--- config.mk ---
export PLATFORM = sky130hd
export DESIGN_NAME = ps2_keyboard_rx
export DESIGN_NICKNAME = d
export VERILOG_FILES = /design/src/rtl/ps2_frame_pkg.sv /design/src/rtl/key_event_pkg.sv /design/src/rtl/ps2_debounce.sv /design/src/rtl/ps2_frame_rx.sv /design/src/rtl/ps2_scan_decoder.sv /design/src/rtl/ps2_keyboard_rx.sv
export VERILOG_INCLUDE_DIRS = /design/src /design/src/rtl
export SDC_FILE = /design/constraint.sdc
export NUM_CORES = 1
export LEC_CHECK = 0
export BUFFER_PORTS_ARGS = -buffer_cell sky130_fd_sc_hd__buf_2
export CORE_ASPECT_RATIO = 1.1
export CORE_UTILIZATION = 31
export DETAILED_ROUTE_END_ITERATION = 12
export GPL_ROUTABILITY_DRIVEN = 0
export SYNTH_ARGS = -nofsm -noshare
export SYNTH_HDL_FRONTEND = slang
export SYNTH_SLANG_ARGS = --single-unit
--- constraint.sdc ---
create_clock -name clk -period 2.6 [get_ports clk]
set_input_delay 0.26 -clock clk [delete_from_list [all_inputs] [get_ports clk]]
set_output_delay 0.26 -clock clk [all_outputs]
set_load 0.005 [all_outputs]
--- src/rtl/ps2_config.svh ---
`ifndef PS2_CONFIG_SVH
`define PS2_CONFIG_SVH

// System clock of the board in Hz
`define PS2_CLK_FREQ 50000000

// Cycles a synchronized PS/2 level must hold before the debounced line follows it
`define PS2_DEBOUNCE_CYCLES 16
`define PS2_DEBOUNCE_W 5 // Wide enough for PS2_DEBOUNCE_CYCLES

// PS/2 clock high this long with a partial frame means the keyboard gave up
// Roughly 55.5 us at 50 MHz and beyond any legal half period of the PS/2 clock
`define PS2_IDLE_CYCLES 2778
`define PS2_IDLE_W 12 // Holds up to 4095

`endif

--- src/rtl/ps2_frame_pkg.sv ---
`default_nettype none

// Wire-level view of one PS/2 device-to-host frame
package ps2_frame_pkg;

	// Full frame as shifted in with the start bit at [0] and the stop bit at [10]
	typedef logic [10:0] ps2_frame_t;

	// Payload byte from bits [8:1] of the frame
	typedef logic [7:0] ps2_byte_t;

	// Frame bits received so far, from 0 up to 11
	typedef logic [3:0] ps2_bit_idx_t;

	// Start + 8 data + parity + stop
	localparam ps2_bit_idx_t FRAME_BITS = 4'd11;

endpackage

`default_nettype wire

--- src/rtl/key_event_pkg.sv ---
`default_nettype none

// Decoded keyboard events, independent of the wire format
package key_event_pkg;

	// Scan code with the E0/F0 prefixes stripped off
	typedef logic [7:0] scan_code_t;

	// One 10-bit key event
	typedef struct packed {
		scan_code_t code; // Base scan code
		logic extended;   // E0 came before the code
		logic released;   // F0 came before the code and the key went up
	} key_event_t;

	// Prefix bytes of scan code set 2
	localparam scan_code_t SC_EXTENDED = 8'hE0;
	localparam scan_code_t SC_BREAK = 8'hF0;

endpackage

`default_nettype wire

--- src/rtl/ps2_debounce.sv ---
`timescale 1ns/1ps
`default_nettype none

`include "ps2_config.svh"

module ps2_debounce (
	input  logic clk,
	input  logic rst,
	input  logic line_in,  // Raw asynchronous PS/2 pin
	output logic line_out  // Clean level in the clk domain
);

	typedef logic [`PS2_DEBOUNCE_W-1:0] deb_cnt_t;

	localparam deb_cnt_t DEB_LIMIT = deb_cnt_t'(`PS2_DEBOUNCE_CYCLES);

	logic [1:0] sync_q; // [1] is the synchronized value
	deb_cnt_t cnt;      // Cycles the new level has held so far

	// Two-flop synchronizer that idles high like the bus
	always_ff @(posedge clk) begin
		if (rst) begin
			sync_q <= 2'b11;
		end else begin
			sync_q <= {sync_q[0], line_in};
		end
	end

	// Stability counter
	always_ff @(posedge clk) begin
		if (rst) begin
			cnt <= '0;
			line_out <= 1'b1; // Released bus reads high
		end else if (sync_q[1] == line_out) begin
			cnt <= '0; // Glitch gone or level already taken
		end else if (cnt == DEB_LIMIT) begin
			line_out <= sync_q[1]; // Held long enough
			cnt <= '0;
		end else begin
			cnt <= cnt + 1'b1;
		end
	end

	// A new output level must have stood at the synchronizer for the whole window
	a_stable_window: assert property (@(posedge clk) disable iff (rst)
		$changed(line_out) |-> ($past(sync_q[1]) == line_out)
			&& ($past(sync_q[1], `PS2_DEBOUNCE_CYCLES + 1) == line_out));

endmodule

`default_nettype wire

--- src/rtl/ps2_frame_rx.sv ---
`timescale 1ns/1ps
`default_nettype none

`include "ps2_config.svh"

module ps2_frame_rx import ps2_frame_pkg::*; (
	input  logic      clk,
	input  logic      rst,
	input  logic      line_clk,   // Debounced PS/2 clock
	input  logic      line_data,  // Debounced PS/2 data
	output ps2_byte_t rx_byte,    // Valid with rx_strobe only
	output logic      rx_strobe,  // Good frame
	output logic      rx_error    // Bad or dropped frame
);

	typedef logic [`PS2_IDLE_W-1:0] idle_cnt_t;

	localparam idle_cnt_t IDLE_LIMIT = idle_cnt_t'(`PS2_IDLE_CYCLES);

	logic clk_prev;         // line_clk one cycle back
	logic fall;             // Falling edge of the PS/2 clock
	ps2_frame_t frame_q;    // Shift register that fills from the top
	ps2_bit_idx_t bit_cnt;  // Bits captured in this frame
	idle_cnt_t idle_cnt;    // Cycles of PS/2 clock high
	logic frame_done;
	logic frame_ok;
	logic idle_abort;

	assign fall = clk_prev & ~line_clk;

	always_ff @(posedge clk) begin
		if (rst) begin
			clk_prev <= 1'b1;
		end else begin
			clk_prev <= line_clk;
		end
	end

	// Device drives data on the rising edge, so it is stable at the falling one
	always_ff @(posedge clk) begin
		if (fall) begin
			frame_q <= {line_data, frame_q[10:1]};
		end
	end

	// Bit counter that clears after a full frame or an abort
	always_ff @(posedge clk) begin
		if (rst) begin
			bit_cnt <= '0;
		end else if (frame_done || idle_abort) begin
			bit_cnt <= '0;
		end else if (fall) begin
			bit_cnt <= bit_cnt + 1'b1;
		end
	end

	// Idle timer that only runs while the PS/2 clock sits high
	always_ff @(posedge clk) begin
		if (rst) begin
			idle_cnt <= '0;
		end else if (!line_clk) begin
			idle_cnt <= '0; // Covers every falling edge
		end else if (idle_cnt != IDLE_LIMIT) begin
			idle_cnt <= idle_cnt + 1'b1; // Saturates at the limit
		end
	end

	assign frame_done = (bit_cnt == FRAME_BITS);

	// Start low, stop high, data plus parity odd
	assign frame_ok = ~frame_q[0] & frame_q[10] & (^frame_q[9:1]);

	// Keyboard stalled mid-frame; an empty receiver just waits
	assign idle_abort = (idle_cnt == IDLE_LIMIT) && (bit_cnt != '0) && !frame_done;

	assign rx_byte = frame_q[8:1];
	assign rx_strobe = frame_done & frame_ok;
	assign rx_error = (frame_done & ~frame_ok) | idle_abort;

	// Results are exclusive one-cycle pulses since the bit count restarts after them
	a_pulse_excl: assert property (@(posedge clk) disable iff (rst)
		(rx_strobe || rx_error) |-> !(rx_strobe && rx_error) ##1 (!rx_strobe && !rx_error));

	// A twelfth edge would mean the frame end was missed
	a_bit_range: assert property (@(posedge clk) disable iff (rst)
		bit_cnt <= FRAME_BITS);

endmodule

`default_nettype wire

--- src/rtl/ps2_scan_decoder.sv ---
`timescale 1ns/1ps
`default_nettype none

module ps2_scan_decoder import ps2_frame_pkg::*, key_event_pkg::*; (
	input  logic       clk,
	input  logic       rst,
	input  ps2_byte_t  rx_byte,
	input  logic       rx_strobe,
	input  logic       rx_error,
	output key_event_t key_event,
	output logic       key_valid  // One-cycle pulse that qualifies key_event
);

	// Prefixes seen since the last emitted event
	typedef enum logic [1:0] {
		IDLE,
		GOT_E0,
		GOT_F0,
		GOT_E0_F0
	} dec_state_t;

	dec_state_t state;

	always_ff @(posedge clk) begin
		if (rst) begin
			state <= IDLE;
			key_valid <= 1'b0;
		end else begin
			key_valid <= 1'b0; // Pulse only by default
			if (rx_error) begin
				state <= IDLE; // Drop any half-seen prefix
			end else if (rx_strobe) begin
				if (rx_byte == SC_EXTENDED) begin
					state <= GOT_E0;
				end else if (rx_byte == SC_BREAK) begin
					// Extended release keeps the E0 flag
					if (state == GOT_E0 || state == GOT_E0_F0) begin
						state <= GOT_E0_F0;
					end else begin
						state <= GOT_F0;
					end
				end else begin
					key_valid <= 1'b1;
					state <= IDLE;
				end
			end
		end
	end

	// Event payload qualified by key_valid
	always_ff @(posedge clk) begin
		if (rx_strobe && rx_byte != SC_EXTENDED && rx_byte != SC_BREAK) begin
			key_event.code <= rx_byte;
			key_event.extended <= (state == GOT_E0) || (state == GOT_E0_F0);
			key_event.released <= (state == GOT_F0) || (state == GOT_E0_F0);
		end
	end

	// Pulse and payload both come from the strobed byte
	a_valid_follows_strobe: assert property (@(posedge clk) disable iff (rst)
		key_valid |-> $past(rx_strobe) && (key_event.code == $past(rx_byte)));

endmodule

`default_nettype wire

--- src/rtl/ps2_keyboard_rx.sv ---
`timescale 1ns/1ps
`default_nettype none

module ps2_keyboard_rx import ps2_frame_pkg::*, key_event_pkg::*; (
	input  logic       clk,
	input  logic       rst,
	input  logic       ps2_clk,     // Open-collector keyboard clock pin
	input  logic       ps2_data,    // Open-collector keyboard data pin
	output key_event_t key_event,
	output logic       key_valid,
	output logic       frame_error  // Parity, framing or timeout
);

	logic line_clk;
	logic line_data;
	ps2_byte_t rx_byte;
	logic rx_strobe;
	logic rx_error;

	// Clean up both pins
	ps2_debounce deb_clk (
		.clk      (clk),
		.rst      (rst),
		.line_in  (ps2_clk),
		.line_out (line_clk)
	);

	ps2_debounce deb_data (
		.clk      (clk),
		.rst      (rst),
		.line_in  (ps2_data),
		.line_out (line_data)
	);

	ps2_frame_rx frame_rx0 (
		.clk       (clk),
		.rst       (rst),
		.line_clk  (line_clk),
		.line_data (line_data),
		.rx_byte   (rx_byte),
		.rx_strobe (rx_strobe),
		.rx_error  (rx_error)
	);

	ps2_scan_decoder decoder0 (
		.clk       (clk),
		.rst       (rst),
		.rx_byte   (rx_byte),
		.rx_strobe (rx_strobe),
		.rx_error  (rx_error),
		.key_event (key_event),
		.key_valid (key_valid)
	);

	assign frame_error = rx_error;

endmodule

`default_nettype wire

==> run summary, run 1 <==
#FFs+latches synth = 57
min-delay worst type = in2reg
Initial Util = 32.0%
area of the multi-input gates = 946 um2
FF+latch area = 0.00135 mm2
ys flop type = dfxtp_1
Vias per Instance = 4.66
clk_lat worst skew = 0.34 ns
unrepaired setup endpoints after global routing = no
Syn Std Cell Area = 0.00238 mm2
Static Leak = 1.04 nW
Ports = 16
sequential share of the synthesized area = 56.9%
Place WS = 0.486 ns
measured slew at the worst slew-check pin = 0.460 ns
Worst Path Required = 2.34 ns
H-tree levels = 3
Tot Pwr = 0.00176 W
clk slew on worst S/H paths = 0.07 ns
cts hold-fix bufs = 0
Final Hold Vio Count = 0
Critical Path Source Type = register
Critical Path Start = frame_rx0.frame_q[7]$_DFFE_PP_
fin. max-slew vios = 0
most frequent cells in the layout = dfxtp_1, nor2_1, edfxtp_1, inv_1, buf_2
crit path kind = reg2out
Syn. warnings = 0
final setup vio count = 0
Util after Layout = 37.0%
crit path DAT = 2.14 ns
post-cts sizing count = 0
largest net degree at the start of global routing = 21
NumNets Final = 247
max cap viols = 0
Slew HR = 68.9%
initial antenna violation count = 0
Max VDD drop = 265 uV
Site Rows = 33
synth unique cells = 35
r2r setup slk = 0.49 ns
crit path capture = frame_error
most common cell after layout, fill and taps aside = dfxtp_1
Die Y-Extent = 93.8 um
FFs w/ async S/R, synth = 0%
Tmin final = 2.40 ns
first-pass GRT wire length = 6.48 mm
CTS root buffer = clkbuf_8
Core ar. = 0.00743 mm2
detailed-route via count = 1502
Mapped Nets = 225
Worst Skew = 0.0100 ns
Worst setup EP type = output port
layout cells sized above 1 = 18.3%
Layout area overhead = 15.6%
syn_area_per_cell = 11.4 um2
outcome = completed
vias in the first global route = 1430
fin crit share = 92.2%
drt first pass iters = 4
R2R cell count = 6
WL final = 3.73 mm
grt total ovfl = 0
n_diodes = 0
DPL Wire Length = 2.56 mm
Num CTS Buffers = 9
CTS max path bufs = 2
antenna violation net count after detailed routing = 0
Overall Global Routing Usage = 10.9%
RR Startpoint = frame_rx0.frame_q[7]$_DFFE_PP_
setup ws final = 0.202 ns
Post-synth EDFFs = 21
gate count of the mapped netlist = 208
clk sinks = 57
CTS tree = done
Filler Cells Inserted = 751
wire per inst = 11.6 um
achievable clock frequency = 417 MHz
Buffers on Ports = 15
end of the worst register-to-register path = decoder0.key_event[3]$_DFFE_PP_
setup_tns = 0 ns
DRC errors left = 0
die width = 85.5 um
CP Max Fanout = 4
die area = 0.00802 mm2
DR iter-0 viols = 75
pwr/cell area = 641 mW/mm2
buffer count from post-CTS setup fixing = 0
## layout make-up
class                   instances  area share, %
well taps                      87           3.96
repair buffers                 17           3.28
clock buffers                   9           4.51
multi-input cells             130           34.4
clock inverters                 7           2.60
inverters                      15           2.05
flip-flops and latches         57           49.2
## synth_stat cells, types with 2 or more instances
library cell	n	area share, %
and4_1	2	0.74
nand3b_1	2	0.63
dfxtp_1	36	30
nor3_1	5	1.1
nand3_1	10	2.1
a21oi_1	3	0.63
nand2_1	7	1.1
or3_1	2	0.53
nand4_1	7	1.8
nor2_1	24	3.8
clkbuf_1	6	0.95
and2_1	2	0.53
nand2b_1	3	0.79
nor4bb_1	3	1.3
xnor2_1	9	3.3
and4b_1	2	0.84
or2_2	5	1.3
a211o_1	2	0.74
inv_1	15	2.4
nor2b_1	3	0.79
ha_1	13	6.8
xor2_1	13	4.8
edfxtp_1	21	27
nand4b_1	2	0.74
## power by group
group / switching, W / internal, W
Clock: 0.000362 / 0.000439
Combinational: 0.0000148 / 0.0000124
Sequential: 0.00000703 / 0.000926
## cell families (layout without fill, tap and decap cells)
kind of cell	count (synthesis)	in the layout	synth area share, %
xor+xnor	23	23	9.06
simple gates	85	85	20.7
flops	57	57	56.9
fa+ha+maj	13	13	6.85
buf+inv	21	48	3.32
compound gates	9	9	3.16
## worst min path at each step
stage | from | to | slack, ns | depth (start not counted)
after floorplan | ps2_clk | deb_clk.sync_q[0]$_SDFF_PP1_ | 0.36 | 1
after global placement | deb_clk.sync_q[0]$_SDFF_PP1_ | deb_clk.sync_q[1]$_SDFF_PP1_ | 0.39 | 1
after detailed placement | deb_clk.sync_q[0]$_SDFF_PP1_ | deb_clk.sync_q[1]$_SDFF_PP1_ | 0.39 | 1
after CTS | ps2_clk | deb_clk.sync_q[0]$_SDFF_PP1_ | 0.08 | 2
after global routing | ps2_clk | deb_clk.sync_q[0]$_SDFF_PP1_ | 0.09 | 2
final | ps2_data | deb_data.sync_q[0]$_SDFF_PP1_ | 0.1 | 2
## stage by stage
stage                     hold WS [ns]  instances  cell area [um2]
after detailed placement         0.394        306             2550
after global routing            0.0916        322             2750
final                           0.0959        322             2750
after floorplan                  0.364        208             2380
after global placement           0.391        306             2550
after CTS                       0.0799        322             2750
## sequential cells by signal, indices dropped and copies added, names as in the netlist
signal,cells
deb_data.cnt,5
deb_clk.cnt,5
deb_data.sync_q,2
decoder0.key_valid,1
deb_data.line_out,1
decoder0.key_event,10
frame_rx0.bit_cnt,4
frame_rx0.frame_q,11
frame_rx0.idle_cnt,12
decoder0.state,2
frame_rx0.clk_prev,1
deb_clk.sync_q,2
deb_clk.line_out,1
## worst max-delay path: stages, from the launching register on
cell and delay (ns):
edfxtp_1 0.40, ha_1 0.33, xnor3_1 0.35, xnor2_1 0.25, nand2_1 0.16, and2_1 0.18
buf_2 0.13
## routing by layer
metal | global-route usage, % | vias up | part of all wire, %
li1 | - | 764 | -
met1 | 12.5 | 705 | 49
met5 | 0 | - | 0
met4 | 8.75 | 0 | 3.4
met3 | 3.51 | 10 | 3.6
met2 | 16.7 | 23 | 44
Note: power is estimated with default switching activity, not from simulation.
==> run 2: changes to the inputs <==
==> constraint.sdc (replaced) <==
create_clock -name clk -period 3 [get_ports clk]
set_input_delay 0.3 -clock clk [delete_from_list [all_inputs] [get_ports clk]]
set_output_delay 0.3 -clock clk [all_outputs]
set_load 0.005 [all_outputs]
==> run 2 against run 1 <==
  * Global-route usage shrank 0.29 points
  * Worst hold slack gained 0.045 ns
  * Register-to-register slack improved by 0.40 ns
  * Final cell count did not move
  * Critical endpoint unchanged
  * Critical path depth did not move
  * Sequential power decreased by 13%
  * Clock skew fell by 0.0018 ns
  * Sequential share of layout area rose by 0.45 points
  * Via count decreased by 0.33%
  * Utilization down 0.34 points
  * Clock power shrank 24%
  * Largest power group unchanged
  * Flip-flop and latch count unchanged
==> run summary, run 2 (synthesis gave the netlist of run 1 again) <==
buffer count from post-CTS setup fixing = 0 (unchanged)
RR Startpoint = frame_rx0.frame_q[7]$_DFFE_PP_
Site Rows = 33 (unchanged)
WL final = 3.75 mm (+0.46%)
pwr/cell area = 529 mW/mm2 (-17%)
Tot Pwr = 0.00144 W (-18%)
worst hold slack = 0.141 ns (+0.0447 ns)
n_diodes = 0 (unchanged)
H-tree levels = 3 (unchanged)
largest register by flop count = frame_rx0.idle_cnt
Worst Path Required = 2.70 ns (+0.36 ns)
Slew HR = 68.7% (-0.22 points)
Ports = 16 (unchanged)
antenna violation net count after detailed routing = 0 (unchanged)
fin. max-slew vios = 0 (unchanged)
Filler Cells Inserted = 767 (+2.1%)
measured slew at the worst slew-check pin = 0.463 ns (+0.00325 ns)
wire per inst = 11.6 um (+0.46%)
Min-Delay Startpoint = ps2_clk
area of the multi-input gates = 946 um2 (unchanged)
most frequent cells in the layout = dfxtp_1, nor2_1, edfxtp_1, inv_1, buf_2
Vias per Instance = 4.65 (-0.33%)
DR iter-0 viols = 65 (-13%)
Final Hold Vio Count = 0 (unchanged)
unrepaired setup endpoints after global routing = no
CTS tree = done
Worst setup EP type = output port
initial antenna violation count = 0 (unchanged)
Num CTS Buffers = 9 (unchanged)
achievable clock frequency = 410 MHz
Static Leak = 1.03 nW (-1.1%)
Initial Util = 32.0% (unchanged)
clk_lat worst skew = 0.34 ns (about the same)
Overall Global Routing Usage = 10.6% (-0.29 points)
largest net degree at the start of global routing = 21 (unchanged)
die width = 85.5 um (unchanged)
Layout area overhead = 14.6%
Tmin final = 2.44 ns
vias in the first global route = 1408 (-1.5%)
Die Y-Extent = 93.8 um (unchanged)
most common cell after layout, fill and taps aside = dfxtp_1
Core ar. = 0.00743 mm2 (unchanged)
crit path kind = reg2out
clk sinks = 57 (unchanged)
clk slew on worst S/H paths = 0.07 ns (about the same)
grt total ovfl = 0 (unchanged)
DPL Wire Length = 2.56 mm (+0.18%)
setup_tns = 0 ns (unchanged)
max reg flops = 12 (unchanged)
Buffers on Ports = 15 (unchanged)
FF+latch area = 0.00135 mm2 (unchanged)
layout cells sized above 1 = 18.7% (+0.43 points)
outcome = completed
cts hold-fix bufs = 0 (unchanged)
Worst Skew = 0.00820 ns (-0.00180 ns)
fin crit share = 81.3%
die area = 0.00802 mm2 (unchanged)
hold path depth = 2 (unchanged)
Max VDD drop = 250 uV (-5.8%)
Layout Cells excl Fill = 322 (unchanged)
first-pass GRT wire length = 6.43 mm (-0.76%)
NumNets Final = 247 (unchanged)
Largest regs = frame_rx0.idle_cnt x12, frame_rx0.frame_q x11, decoder0.key_event x10
Critical Path Start = frame_rx0.frame_q[7]$_DFFE_PP_
post-cts sizing count = 0 (unchanged)
max cap viols = 0 (unchanged)
detailed-route via count = 1497 (-0.33%)
final setup vio count = 0 (unchanged)
CTS root buffer = clkbuf_8
placed cell count = 306 (unchanged)
CP Max Fanout = 4 (unchanged)
R2R cell count = 6 (unchanged)
DRC errors left = 0 (unchanged)
CTS max path bufs = 2 (unchanged)
crit path DAT = 2.14 ns (about the same)
Critical Path Source Type = register
min-delay worst type = in2reg
drt first pass iters = 4 (unchanged)
run 2: final cells by class:
class / count / area share (%)
clock inverters: 7 / 1.70
well taps: 87 / 4.00
inverters: 15 / 2.07
clock buffers: 9 / 4.55
repair buffers: 17 / 3.31
flip-flops and latches: 57 / 49.6
multi-input cells: 130 / 34.7
run 2: worst paths after layout:
| check | endpoint | slack [ns] |
|---|---|---|
| max | frame_error | 0.56 |
| max reg2reg | decoder0.key_event[0]$_DFFE_PP_ | 0.89 |
| min reg2reg | deb_data.sync_q[1]$_SDFF_PP1_ | 0.41 |
| min | deb_clk.sync_q[0]$_SDFF_PP1_ | 0.14 |
run 2: metal layers:
metal	GRT usage [%]	wire, um
met1	12.1	1750
met2	16.4	1730
met3	3.34	143
met4	8.33	120
met5	0	0
run 2: metrics by stage:
step                      setup slack, ns  util, %  cell area, um2
after floorplan                     0.763        -            2380
after global placement              0.928     34.3            2550
after detailed placement            0.908     34.3            2550
after CTS                           0.533     36.6            2720
after global routing                0.415     36.6            2720
final                               0.562     36.6            2720
run 2: critical path: stages (launching register included):
cell and delay, ns:
edfxtp_1 0.41, ha_1 0.33, xnor3_1 0.35, xnor2_1 0.24, nand2_1 0.16, and2_1 0.19, buf_2 0.13
run 2: where the power goes:
part / total (W) / switching [W] / internal, W
Sequential: 0.000808 / 0.00000601 / 0.000802
Combinational: 0.0000224 / 0.0000119 / 0.0000105
Clock: 0.000610 / 0.000314 / 0.000296
Total: 0.00144 / 0.000331 / 0.00111
